## config.mk

```make
export PLATFORM = sky130hd
export DESIGN_NAME = pipe_cpu
export DESIGN_NICKNAME = d
export VERILOG_FILES = /design/src/pipe_pkg.sv /design/src/isa_pkg.sv /design/src/pipe_cpu.sv /design/src/memory_stage.sv /design/src/execute_stage.sv /design/src/decode_stage.sv /design/src/reg_file.sv /design/src/fetch_stage.sv
export SDC_FILE = /design/constraint.sdc
export NUM_CORES = 2
export LEC_CHECK = 0
export ABC_AREA = 1
export BUFFER_PORTS_ARGS = -buffer_cell sky130_fd_sc_hd__buf_2
export CORE_MARGIN = 1.5
export CORE_UTILIZATION = 45
export DETAILED_ROUTE_END_ITERATION = 10
export PLACE_DENSITY_LB_ADDON = 0.05
export SYNTH_ARGS = -nofsm -noshare
export SYNTH_HDL_FRONTEND = slang
export SYNTH_HIERARCHICAL = 1
export SYNTH_SLANG_ARGS = --single-unit
```

## constraint.sdc

```tcl
create_clock -name clk -period 6.1 [get_ports clk]
set_input_delay 0.305 -clock clk [delete_from_list [all_inputs] [get_ports clk]]
set_output_delay 0.305 -clock clk [all_outputs]
set_load 0.01 [all_outputs]
```

## src/pipe_pkg.sv

```systemverilog
package pipe_pkg;

    typedef logic [2:0] alu_op_t;
    typedef logic [1:0] fwd_sel_t;
    typedef logic [2:0] flags_t;

    // alu functions, a is the rd operand and b the rs or immediate operand
    localparam alu_op_t ALU_PASS = 3'd0;  // result = b
    localparam alu_op_t ALU_ADD  = 3'd1;
    localparam alu_op_t ALU_SUB  = 3'd2;
    localparam alu_op_t ALU_AND  = 3'd3;
    localparam alu_op_t ALU_OR   = 3'd4;
    localparam alu_op_t ALU_NOT  = 3'd5;
    localparam alu_op_t ALU_SHL  = 3'd6;

    // operand source in execute
    localparam fwd_sel_t FWD_RF  = 2'd0;
    localparam fwd_sel_t FWD_MEM = 2'd1;
    localparam fwd_sel_t FWD_WB  = 2'd2;

    // flag bit positions
    localparam int FLAG_Z = 0;
    localparam int FLAG_N = 1;
    localparam int FLAG_C = 2;

endpackage

```

## src/isa_pkg.sv

```systemverilog
package isa_pkg;

    localparam int WORD_W = 16;
    localparam int REG_AW = 3;
    localparam int OP_W   = 4;
    localparam int IMM_W  = 6;

    typedef logic [WORD_W-1:0]       word_t;      // data word, also one instruction
    typedef logic [REG_AW-1:0]       reg_addr_t;
    typedef logic [OP_W-1:0]         opcode_t;
    typedef logic signed [IMM_W-1:0] imm_t;

    // instruction layout: op[15:12] rd[11:9] rs[8:6] imm[5:0]
    localparam opcode_t OP_NOP = 4'h0;
    localparam opcode_t OP_ADD = 4'h1;  // rd = rd + rs
    localparam opcode_t OP_SUB = 4'h2;  // rd = rd - rs, carry is the borrow
    localparam opcode_t OP_AND = 4'h3;
    localparam opcode_t OP_OR  = 4'h4;
    localparam opcode_t OP_NOT = 4'h5;  // rd = ~rs
    localparam opcode_t OP_SHL = 4'h6;  // rd = rs << 1, carry = rs[15]
    localparam opcode_t OP_LDI = 4'h7;  // rd = sext(imm)
    localparam opcode_t OP_LD  = 4'h8;  // rd = dmem[rs]
    localparam opcode_t OP_ST  = 4'h9;  // dmem[rs] = rd
    localparam opcode_t OP_IN  = 4'ha;  // rd = in_port
    localparam opcode_t OP_OUT = 4'hb;  // out_data = rs
    localparam opcode_t OP_JZ  = 4'hc;  // if Z: pc = own pc + 1 + imm
    localparam opcode_t OP_JMP = 4'hd;
    localparam opcode_t OP_HLT = 4'he;

endpackage
```

## src/pipe_cpu.sv

```systemverilog
`timescale 1ns/1ps

module pipe_cpu import isa_pkg::*, pipe_pkg::*; #(
    parameter int IMEM_DEPTH = 64,
    parameter int DMEM_DEPTH = 64
) (
    input  logic  clk,
    input  logic  rst_n,
    input  logic  run,
    input  logic  prog_we,
    input  word_t prog_addr,
    input  word_t prog_data,
    input  word_t in_port,
    output logic  out_valid,
    output word_t out_data,
    output logic  halted
);
    // fetch/decode
    word_t     fd_instr;
    word_t     fd_pc;
    logic      stall;

    // decode/execute
    word_t     de_pc;
    reg_addr_t de_rs;
    reg_addr_t de_rd;
    word_t     de_rs_data;
    word_t     de_rd_data;
    word_t     de_imm;
    alu_op_t   de_alu_op;
    logic      de_use_imm;
    logic      de_reg_write;
    logic      de_set_flags;
    logic      de_mem_read;
    logic      de_mem_write;
    logic      de_out;
    logic      de_branch_z;
    logic      de_jump;
    logic      de_halt;

    // execute/memory
    logic      redirect;
    word_t     redirect_pc;
    logic      halt;
    word_t     em_result;
    word_t     em_store_data;
    reg_addr_t em_rd;
    logic      em_reg_write;
    logic      em_mem_read;
    logic      em_mem_write;
    logic      em_out;

    // memory/write back
    logic      wb_we;
    reg_addr_t wb_rd;
    word_t     wb_data;

    fetch_stage #(.IMEM_DEPTH(IMEM_DEPTH)) i_fetch (
        .clk         (clk),
        .rst_n       (rst_n),
        .run         (run),
        .stall       (stall),
        .redirect    (redirect),
        .redirect_pc (redirect_pc),
        .halt        (halt),
        .prog_we     (prog_we),
        .prog_addr   (prog_addr),
        .prog_data   (prog_data),
        .fd_instr    (fd_instr),
        .fd_pc       (fd_pc),
        .halted      (halted)
    );

    decode_stage i_decode (
        .clk          (clk),
        .rst_n        (rst_n),
        .fd_instr     (fd_instr),
        .fd_pc        (fd_pc),
        .flush        (redirect || halt),   // HLT also drops the younger two
        .ex_rd        (de_rd),
        .ex_mem_read  (de_mem_read),
        .in_port      (in_port),
        .wb_we        (wb_we),
        .wb_rd        (wb_rd),
        .wb_data      (wb_data),
        .stall        (stall),
        .de_pc        (de_pc),
        .de_rs        (de_rs),
        .de_rd        (de_rd),
        .de_rs_data   (de_rs_data),
        .de_rd_data   (de_rd_data),
        .de_imm       (de_imm),
        .de_alu_op    (de_alu_op),
        .de_use_imm   (de_use_imm),
        .de_reg_write (de_reg_write),
        .de_set_flags (de_set_flags),
        .de_mem_read  (de_mem_read),
        .de_mem_write (de_mem_write),
        .de_out       (de_out),
        .de_branch_z  (de_branch_z),
        .de_jump      (de_jump),
        .de_halt      (de_halt)
    );

    execute_stage i_execute (
        .clk           (clk),
        .rst_n         (rst_n),
        .de_pc         (de_pc),
        .de_rs         (de_rs),
        .de_rd         (de_rd),
        .de_rs_data    (de_rs_data),
        .de_rd_data    (de_rd_data),
        .de_imm        (de_imm),
        .de_alu_op     (de_alu_op),
        .de_use_imm    (de_use_imm),
        .de_reg_write  (de_reg_write),
        .de_set_flags  (de_set_flags),
        .de_mem_read   (de_mem_read),
        .de_mem_write  (de_mem_write),
        .de_out        (de_out),
        .de_branch_z   (de_branch_z),
        .de_jump       (de_jump),
        .de_halt       (de_halt),
        .mem_rd        (em_rd),
        .mem_we        (em_reg_write),
        .mem_result    (em_result),
        .wb_rd         (wb_rd),
        .wb_we         (wb_we),
        .wb_data       (wb_data),
        .redirect      (redirect),
        .redirect_pc   (redirect_pc),
        .halt          (halt),
        .em_result     (em_result),
        .em_store_data (em_store_data),
        .em_rd         (em_rd),
        .em_reg_write  (em_reg_write),
        .em_mem_read   (em_mem_read),
        .em_mem_write  (em_mem_write),
        .em_out        (em_out),
        .flags         ()
    );

    memory_stage #(.DMEM_DEPTH(DMEM_DEPTH)) i_memory (
        .clk           (clk),
        .rst_n         (rst_n),
        .em_result     (em_result),
        .em_store_data (em_store_data),
        .em_rd         (em_rd),
        .em_reg_write  (em_reg_write),
        .em_mem_read   (em_mem_read),
        .em_mem_write  (em_mem_write),
        .em_out        (em_out),
        .out_valid     (out_valid),
        .out_data      (out_data),
        .wb_we         (wb_we),
        .wb_rd         (wb_rd),
        .wb_data       (wb_data)
    );

endmodule

```

## src/memory_stage.sv

```systemverilog
`timescale 1ns/1ps

module memory_stage import isa_pkg::*; #(
    parameter int DMEM_DEPTH = 64
) (
    input  logic      clk,
    input  logic      rst_n,
    input  word_t     em_result,
    input  word_t     em_store_data,
    input  reg_addr_t em_rd,
    input  logic      em_reg_write,
    input  logic      em_mem_read,
    input  logic      em_mem_write,
    input  logic      em_out,
    output logic      out_valid,
    output word_t     out_data,
    output logic      wb_we,
    output reg_addr_t wb_rd,
    output word_t     wb_data
);
    localparam int AW = $clog2(DMEM_DEPTH);

    word_t         dmem [DMEM_DEPTH];
    logic [AW-1:0] addr;
    word_t         load_data;

    assign addr      = em_result[AW-1:0];   // wraps to the memory size
    assign load_data = dmem[addr];

    always_ff @(posedge clk or negedge rst_n) begin
        if (!rst_n) begin
            for (int i = 0; i < DMEM_DEPTH; i++)
                dmem[i] <= '0;
        end else if (em_mem_write) begin
            dmem[addr] <= em_store_data;
        end
    end

    always_ff @(posedge clk or negedge rst_n) begin
        if (!rst_n) begin
            out_valid <= 1'b0;
            wb_we     <= 1'b0;
        end else begin
            out_valid <= em_out;        // one pulse per OUT
            wb_we     <= em_reg_write;
        end
    end

    always_ff @(posedge clk) begin
        if (em_out)
            out_data <= em_result;
        wb_rd   <= em_rd;
        wb_data <= em_mem_read ? load_data : em_result;
    end

endmodule

```

## src/execute_stage.sv

```systemverilog
`timescale 1ns/1ps

module execute_stage import isa_pkg::*, pipe_pkg::*; (
    input  logic      clk,
    input  logic      rst_n,
    input  word_t     de_pc,
    input  reg_addr_t de_rs,
    input  reg_addr_t de_rd,
    input  word_t     de_rs_data,
    input  word_t     de_rd_data,
    input  word_t     de_imm,
    input  alu_op_t   de_alu_op,
    input  logic      de_use_imm,
    input  logic      de_reg_write,
    input  logic      de_set_flags,
    input  logic      de_mem_read,
    input  logic      de_mem_write,
    input  logic      de_out,
    input  logic      de_branch_z,
    input  logic      de_jump,
    input  logic      de_halt,
    input  reg_addr_t mem_rd,
    input  logic      mem_we,
    input  word_t     mem_result,
    input  reg_addr_t wb_rd,
    input  logic      wb_we,
    input  word_t     wb_data,
    output logic      redirect,
    output word_t     redirect_pc,
    output logic      halt,
    output word_t     em_result,
    output word_t     em_store_data,
    output reg_addr_t em_rd,
    output logic      em_reg_write,
    output logic      em_mem_read,
    output logic      em_mem_write,
    output logic      em_out,
    output flags_t    flags
);
    fwd_sel_t rs_sel;
    fwd_sel_t rd_sel;
    word_t    rs_val;
    word_t    rd_val;
    word_t    op_b;
    word_t    result;
    logic     carry;

    // memory stage is younger than write back, so it is checked first
    assign rs_sel = (mem_we && mem_rd == de_rs) ? FWD_MEM :
                    (wb_we && wb_rd == de_rs)   ? FWD_WB  : FWD_RF;
    assign rd_sel = (mem_we && mem_rd == de_rd) ? FWD_MEM :
                    (wb_we && wb_rd == de_rd)   ? FWD_WB  : FWD_RF;

    always_comb begin
        case (rs_sel)
            FWD_MEM: rs_val = mem_result;
            FWD_WB:  rs_val = wb_data;
            default: rs_val = de_rs_data;
        endcase
        case (rd_sel)
            FWD_MEM: rd_val = mem_result;
            FWD_WB:  rd_val = wb_data;
            default: rd_val = de_rd_data;
        endcase
    end

    assign op_b = de_use_imm ? de_imm : rs_val;

    always_comb begin
        carry = 1'b0;
        case (de_alu_op)
            ALU_ADD: {carry, result} = {1'b0, rd_val} + {1'b0, op_b};
            ALU_SUB: {carry, result} = {1'b0, rd_val} - {1'b0, op_b};  // borrow
            ALU_AND: result = rd_val & op_b;
            ALU_OR:  result = rd_val | op_b;
            ALU_NOT: result = ~op_b;
            ALU_SHL: {carry, result} = {op_b, 1'b0};
            default: result = op_b;
        endcase
    end

    always_ff @(posedge clk or negedge rst_n) begin
        if (!rst_n) begin
            flags <= '0;
        end else if (de_set_flags) begin
            flags[FLAG_Z] <= (result == '0);
            flags[FLAG_N] <= result[WORD_W-1];
            flags[FLAG_C] <= carry;
        end
    end

    // bubbles carry no branch, jump or halt bits
    assign redirect    = de_jump || (de_branch_z && flags[FLAG_Z]);
    assign redirect_pc = de_pc + de_imm;    // de_pc is already pc+1
    assign halt        = de_halt;

    always_ff @(posedge clk or negedge rst_n) begin
        if (!rst_n) begin
            em_reg_write <= 1'b0;
            em_mem_read  <= 1'b0;
            em_mem_write <= 1'b0;
            em_out       <= 1'b0;
        end else begin
            em_reg_write <= de_reg_write;
            em_mem_read  <= de_mem_read;
            em_mem_write <= de_mem_write;
            em_out       <= de_out;
        end
    end

    always_ff @(posedge clk) begin
        em_result     <= result;
        em_store_data <= rd_val;
        em_rd         <= de_rd;
    end

endmodule

```

## src/decode_stage.sv

```systemverilog
`timescale 1ns/1ps

module decode_stage import isa_pkg::*, pipe_pkg::*; (
    input  logic      clk,
    input  logic      rst_n,
    input  word_t     fd_instr,
    input  word_t     fd_pc,
    input  logic      flush,
    input  reg_addr_t ex_rd,
    input  logic      ex_mem_read,
    input  word_t     in_port,
    input  logic      wb_we,
    input  reg_addr_t wb_rd,
    input  word_t     wb_data,
    output logic      stall,
    output word_t     de_pc,
    output reg_addr_t de_rs,
    output reg_addr_t de_rd,
    output word_t     de_rs_data,
    output word_t     de_rd_data,
    output word_t     de_imm,
    output alu_op_t   de_alu_op,
    output logic      de_use_imm,
    output logic      de_reg_write,
    output logic      de_set_flags,
    output logic      de_mem_read,
    output logic      de_mem_write,
    output logic      de_out,
    output logic      de_branch_z,
    output logic      de_jump,
    output logic      de_halt
);
    opcode_t   op;
    reg_addr_t rs;
    reg_addr_t rd;
    imm_t      imm;
    word_t     imm_ext;
    word_t     rs_data;
    word_t     rd_data;
    alu_op_t   alu_op;
    logic      set_flags;
    logic      reg_write;
    logic      use_imm;
    logic      uses_rs;
    logic      uses_rd;

    assign op  = fd_instr[15:12];
    assign rd  = fd_instr[11:9];
    assign rs  = fd_instr[8:6];
    assign imm = fd_instr[5:0];

    // IN rides through the ALU as an immediate pass
    assign imm_ext = (op == OP_IN) ? in_port : {{(WORD_W-IMM_W){imm[IMM_W-1]}}, imm};

    reg_file i_reg_file (
        .clk     (clk),
        .rst_n   (rst_n),
        .rs_addr (rs),
        .rd_addr (rd),
        .wr_en   (wb_we),
        .wr_addr (wb_rd),
        .wr_data (wb_data),
        .rs_data (rs_data),
        .rd_data (rd_data)
    );

    always_comb begin
        case (op)
            OP_ADD:  alu_op = ALU_ADD;
            OP_SUB:  alu_op = ALU_SUB;
            OP_AND:  alu_op = ALU_AND;
            OP_OR:   alu_op = ALU_OR;
            OP_NOT:  alu_op = ALU_NOT;
            OP_SHL:  alu_op = ALU_SHL;
            default: alu_op = ALU_PASS;
        endcase
    end

    assign set_flags = op inside {OP_ADD, OP_SUB, OP_AND, OP_OR, OP_NOT, OP_SHL};
    assign reg_write = set_flags || (op inside {OP_LDI, OP_LD, OP_IN});
    assign use_imm   = op inside {OP_LDI, OP_IN};
    assign uses_rd   = op inside {OP_ADD, OP_SUB, OP_AND, OP_OR, OP_ST};
    assign uses_rs   = uses_rd || (op inside {OP_NOT, OP_SHL, OP_LD, OP_OUT});

    // the loaded word is only ready after the memory stage
    assign stall = ex_mem_read && ((uses_rs && ex_rd == rs) || (uses_rd && ex_rd == rd));

    always_ff @(posedge clk or negedge rst_n) begin
        if (!rst_n) begin
            de_alu_op    <= ALU_PASS;
            de_use_imm   <= 1'b0;
            de_reg_write <= 1'b0;
            de_set_flags <= 1'b0;
            de_mem_read  <= 1'b0;
            de_mem_write <= 1'b0;
            de_out       <= 1'b0;
            de_branch_z  <= 1'b0;
            de_jump      <= 1'b0;
            de_halt      <= 1'b0;
        end else if (stall || flush) begin  // bubble
            de_alu_op    <= ALU_PASS;
            de_use_imm   <= 1'b0;
            de_reg_write <= 1'b0;
            de_set_flags <= 1'b0;
            de_mem_read  <= 1'b0;
            de_mem_write <= 1'b0;
            de_out       <= 1'b0;
            de_branch_z  <= 1'b0;
            de_jump      <= 1'b0;
            de_halt      <= 1'b0;
        end else begin
            de_alu_op    <= alu_op;
            de_use_imm   <= use_imm;
            de_reg_write <= reg_write;
            de_set_flags <= set_flags;
            de_mem_read  <= (op == OP_LD);
            de_mem_write <= (op == OP_ST);
            de_out       <= (op == OP_OUT);
            de_branch_z  <= (op == OP_JZ);
            de_jump      <= (op == OP_JMP);
            de_halt      <= (op == OP_HLT);
        end
    end

    always_ff @(posedge clk) begin
        de_pc      <= fd_pc;
        de_rs      <= rs;
        de_rd      <= rd;
        de_rs_data <= rs_data;
        de_rd_data <= rd_data;
        de_imm     <= imm_ext;
    end

endmodule

```

## src/reg_file.sv

```systemverilog
`timescale 1ns/1ps

module reg_file import isa_pkg::*; (
    input  logic      clk,
    input  logic      rst_n,
    input  reg_addr_t rs_addr,
    input  reg_addr_t rd_addr,
    input  logic      wr_en,
    input  reg_addr_t wr_addr,
    input  word_t     wr_data,
    output word_t     rs_data,
    output word_t     rd_data
);
    word_t regs [8];

    always_ff @(posedge clk or negedge rst_n) begin
        if (!rst_n) begin
            for (int i = 0; i < 8; i++)
                regs[i] <= '0;
        end else if (wr_en) begin
            regs[wr_addr] <= wr_data;
        end
    end

    // write-through so decode sees the value written back this cycle
    assign rs_data = (wr_en && wr_addr == rs_addr) ? wr_data : regs[rs_addr];
    assign rd_data = (wr_en && wr_addr == rd_addr) ? wr_data : regs[rd_addr];

endmodule

```

## src/fetch_stage.sv

```systemverilog
`timescale 1ns/1ps

module fetch_stage import isa_pkg::*; #(
    parameter int IMEM_DEPTH = 64
) (
    input  logic  clk,
    input  logic  rst_n,
    input  logic  run,
    input  logic  stall,
    input  logic  redirect,
    input  word_t redirect_pc,
    input  logic  halt,
    input  logic  prog_we,
    input  word_t prog_addr,
    input  word_t prog_data,
    output word_t fd_instr,
    output word_t fd_pc,
    output logic  halted
);
    localparam int    AW        = $clog2(IMEM_DEPTH);
    localparam word_t NOP_INSTR = {OP_NOP, 12'h000};

    word_t imem [IMEM_DEPTH];
    word_t pc;
    word_t fetched;

    assign fetched = imem[pc[AW-1:0]];  // async read

    // program load port
    always_ff @(posedge clk) begin
        if (prog_we)
            imem[prog_addr[AW-1:0]] <= prog_data;
    end

    always_ff @(posedge clk or negedge rst_n) begin
        if (!rst_n) begin
            pc       <= '0;
            fd_instr <= NOP_INSTR;
            fd_pc    <= '0;
        end else if (!run) begin
            pc       <= '0;             // start over at address 0
            fd_instr <= NOP_INSTR;
        end else if (redirect) begin
            pc       <= redirect_pc;
            fd_instr <= NOP_INSTR;      // kill the wrong-path fetch
        end else if (halt || halted) begin
            fd_instr <= NOP_INSTR;      // nothing past HLT goes on
        end else if (!stall) begin
            pc       <= pc + 16'd1;
            fd_instr <= fetched;
            fd_pc    <= pc + 16'd1;     // branch base is pc+1
        end
    end

    // sticky until reset
    always_ff @(posedge clk or negedge rst_n) begin
        if (!rst_n)
            halted <= 1'b0;
        else if (halt)
            halted <= 1'b1;
    end

endmodule

```

==> reports/qor.txt <==
Status -> finished, final reports clean
RSZ-0062 raised after global routing -> false
YS warnings -> 6
Pin count of the biggest net entering global routing -> 215
Crit path DAT -> 5.72 ns
Max cap viols -> 0
Die Area -> 0.245 mm2
Post-cts sizing count -> 0
Clk root buf -> clkbuf_16
Port bufs -> 59
CTS tree -> built
Drt drc -> 0
Final ANT Viol Nets -> 0
I/O pin cnt -> 70
Reg-to-reg critical path endpoint -> i_execute/flags[0]
Hold endpoint -> i_fetch/imem[52][9]
Final-report hold violation count -> 0
H-Tree Depth -> 5
Fmax -> 205 MHz
Row count -> 180
Hold Slack -> 0.0635 ns
HP Start -> prog_addr[0]
Final-report setup violation count -> 0
CP endpoint kind -> flop
Syn Area/Cell -> 8.30 um2
Kind of critical path -> reg2reg
Layout cells sized above 1 -> 6.98%
WP data required -> 6.94 ns
Placer Congestion -> 0.881
Vias -> 85982
CTS Buffer Depth -> 4
Dpl hpwl -> 201000 um
Die height -> 495 um
Placed Instances -> 15779
Final std cells w/o fill -> 16284
Reg2Reg Setup Slack -> 1.22 ns
Net count, final -> 13007
Remaining global-route overflow -> 0
Vias per cell -> 5.28
Crit-path max FO -> 17
Slew Limit Fails -> 0
Worst hold path type -> in2reg
Crit path launch type -> flop
CTS Sinks -> 2354
Initial Utilization -> 45.2%
Syn_nets -> 13219
Slowest CP cell -> a221oi_1
VDD IR max -> 406 uV
Syn Inst Count -> 13111
Power Density -> 471 mW/mm2
First-pass GRT wire length -> 520000 um
Hold-critical path depth -> 3
Slack of the critical path -> 1.22 ns
Number of global-route vias before repair -> 81580
Reg clk slew, reported paths -> 0.06 ns
Post-route minimum period -> 4.88 ns
Pleak -> 55.9 nW
Setup TNS -> 0 ns
Setup bufs post-CTS -> 0
Core outline area -> 0.241 mm2
Place WS -> 1.23 ns
Worst setup path startpoint -> i_decode/de_rd[0]
Final setup skew -> 0.0661 ns
Delay-heaviest family, CP -> simple AND/OR/NAND/NOR gates
Gr usage total -> 28.1%
First DRT Iteration DRCs -> 8209
Die W -> 495 um
Final WL -> 344000 um
CTS buffer count -> 284
Reg2Reg Depth -> 31
FF-to-FF Start -> i_decode/de_rd[0]
Max incr delay on CP -> 0.43 ns
FILL cells -> 22857
Area grow syn2layout -> 11.1%
Worst relative slew slack -> 11.2%
Later-pin clock latency in the skew report -> 0.97 ns
Drt wl/cell -> 21.2 um
Mapped cell area -> 0.109 mm2
Initial antenna violation count -> 15
Initial DRT Pass Iterations -> 6
Count of buffer and inverter cells on the critical path -> 7
Final period util -> 80.0%
Worst-Margin Slew -> 1.33 ns
Worst path most repeated cell -> nand2_1
Total Power -> 0.0570 W
## what timing repair did
action	CTS	global route
hold buffers	19	0
setup endpoints to repair	0	0
hold endpoints to repair	172	0
## where the power goes
group	leakage (nW)	switching, W	internal (W)
clock	4.35	0.00658	0.00974
sequential	26.9	0.00144	0.0184
combinational	24.7	0.0156	0.00523
total	55.9	0.0236	0.0333
## final cells by class
cell class                      count  area [um2]  share of cell area [%]
Antenna cell                        9        22.5                  0.0186
Clock buffer                      384        7970                    6.59
Clock inverter                     93         881                   0.729
Inverter                          957        3640                    3.01
Multi-Input combinational cell   8968       38200                    31.6
Sequential cell                  2354       63600                    52.6
Tap cell                         3185        3990                    3.30
Timing Repair Buffer              334        2650                    2.19
## how the worst max path moves through the flow
stage | to | slack (ns) | cells past startpoint
2_1_floorplan | i_execute/flags[0] | 2.57 | 27
3_3_place_gp | i_execute/flags[0] | 1.25 | 31
3_5_place_dp | i_execute/flags[0] | 1.23 | 31
4_1_cts | i_execute/flags[0] | 1.18 | 31
5_1_grt | i_execute/flags[0] | 0.77 | 31
6_report | i_execute/flags[0] | 1.22 | 31
## registers in the layout (all words and copies together), names as in the netlist, 6 cells and up
register and flops:
i_decode/de_imm 16, i_decode/de_pc 6, i_decode/de_rd_data 16, i_decode/de_rs_data 16, i_decode/i_reg_file/regs 128, i_execute/em_result 16
i_execute/em_store_data 16, i_fetch/fd_instr 16, i_fetch/fd_pc 6, i_fetch/imem 1024, i_fetch/pc 6, i_memory/dmem 1024
i_memory/out_data 16, i_memory/wb_data 16
## metal layers
metal | vias to the layer above | track usage (%) | part of all wire, %
li1 | 41258 | - | -
met1 | 41552 | 40.6 | 46
met2 | 2640 | 43.3 | 45
met3 | 518 | 4.69 | 6.8
met4 | 14 | 8.03 | 2.7
met5 | - | 0 | 0.026
## placed cells by master, fill, tap and decap left out, types with 8 or more instances in the layout
master            n
a21oi_1         407
a221oi_1         15
buf_12           19
buf_2            58
buf_4           238
bufinv_16        15
clkbuf_1         60
clkbuf_16       292
clkbuf_8         32
clkinv_1         33
clkinv_2         38
dfrtp_1        1195
dfxtp_1         111
diode_2           9
dlygate4sd3_1    19
edfxtp_1       1040
ha_1             55
inv_1           898
inv_2            46
nand2_1        5476
nand2_2          15
nand3_1         743
nand3_2          11
nand4_1          19
nor2_1          867
nor2_2           42
nor3_1            8
nor3_2            9
nor4_2            9
o211ai_1         24
o21ai_0        1065
o21ai_1          75
o22ai_1          20
or2_2            31
xor2_1            9
## worst min-delay path, stage by stage
cell and delay [ns]:
buf_2 0.21, nor4_2 0.07, buf_4 0.23
## stage by stage
stage	instance area (um2)	utilization, %
2_1_floorplan	109000	-
3_3_place_gp	112000	46.5
3_5_place_dp	112000	46.5
4_1_cts	121000	50.3
5_1_grt	121000	50.3
6_report	121000	50.3
No activity file was read; power rests on OpenSTA's default activity.
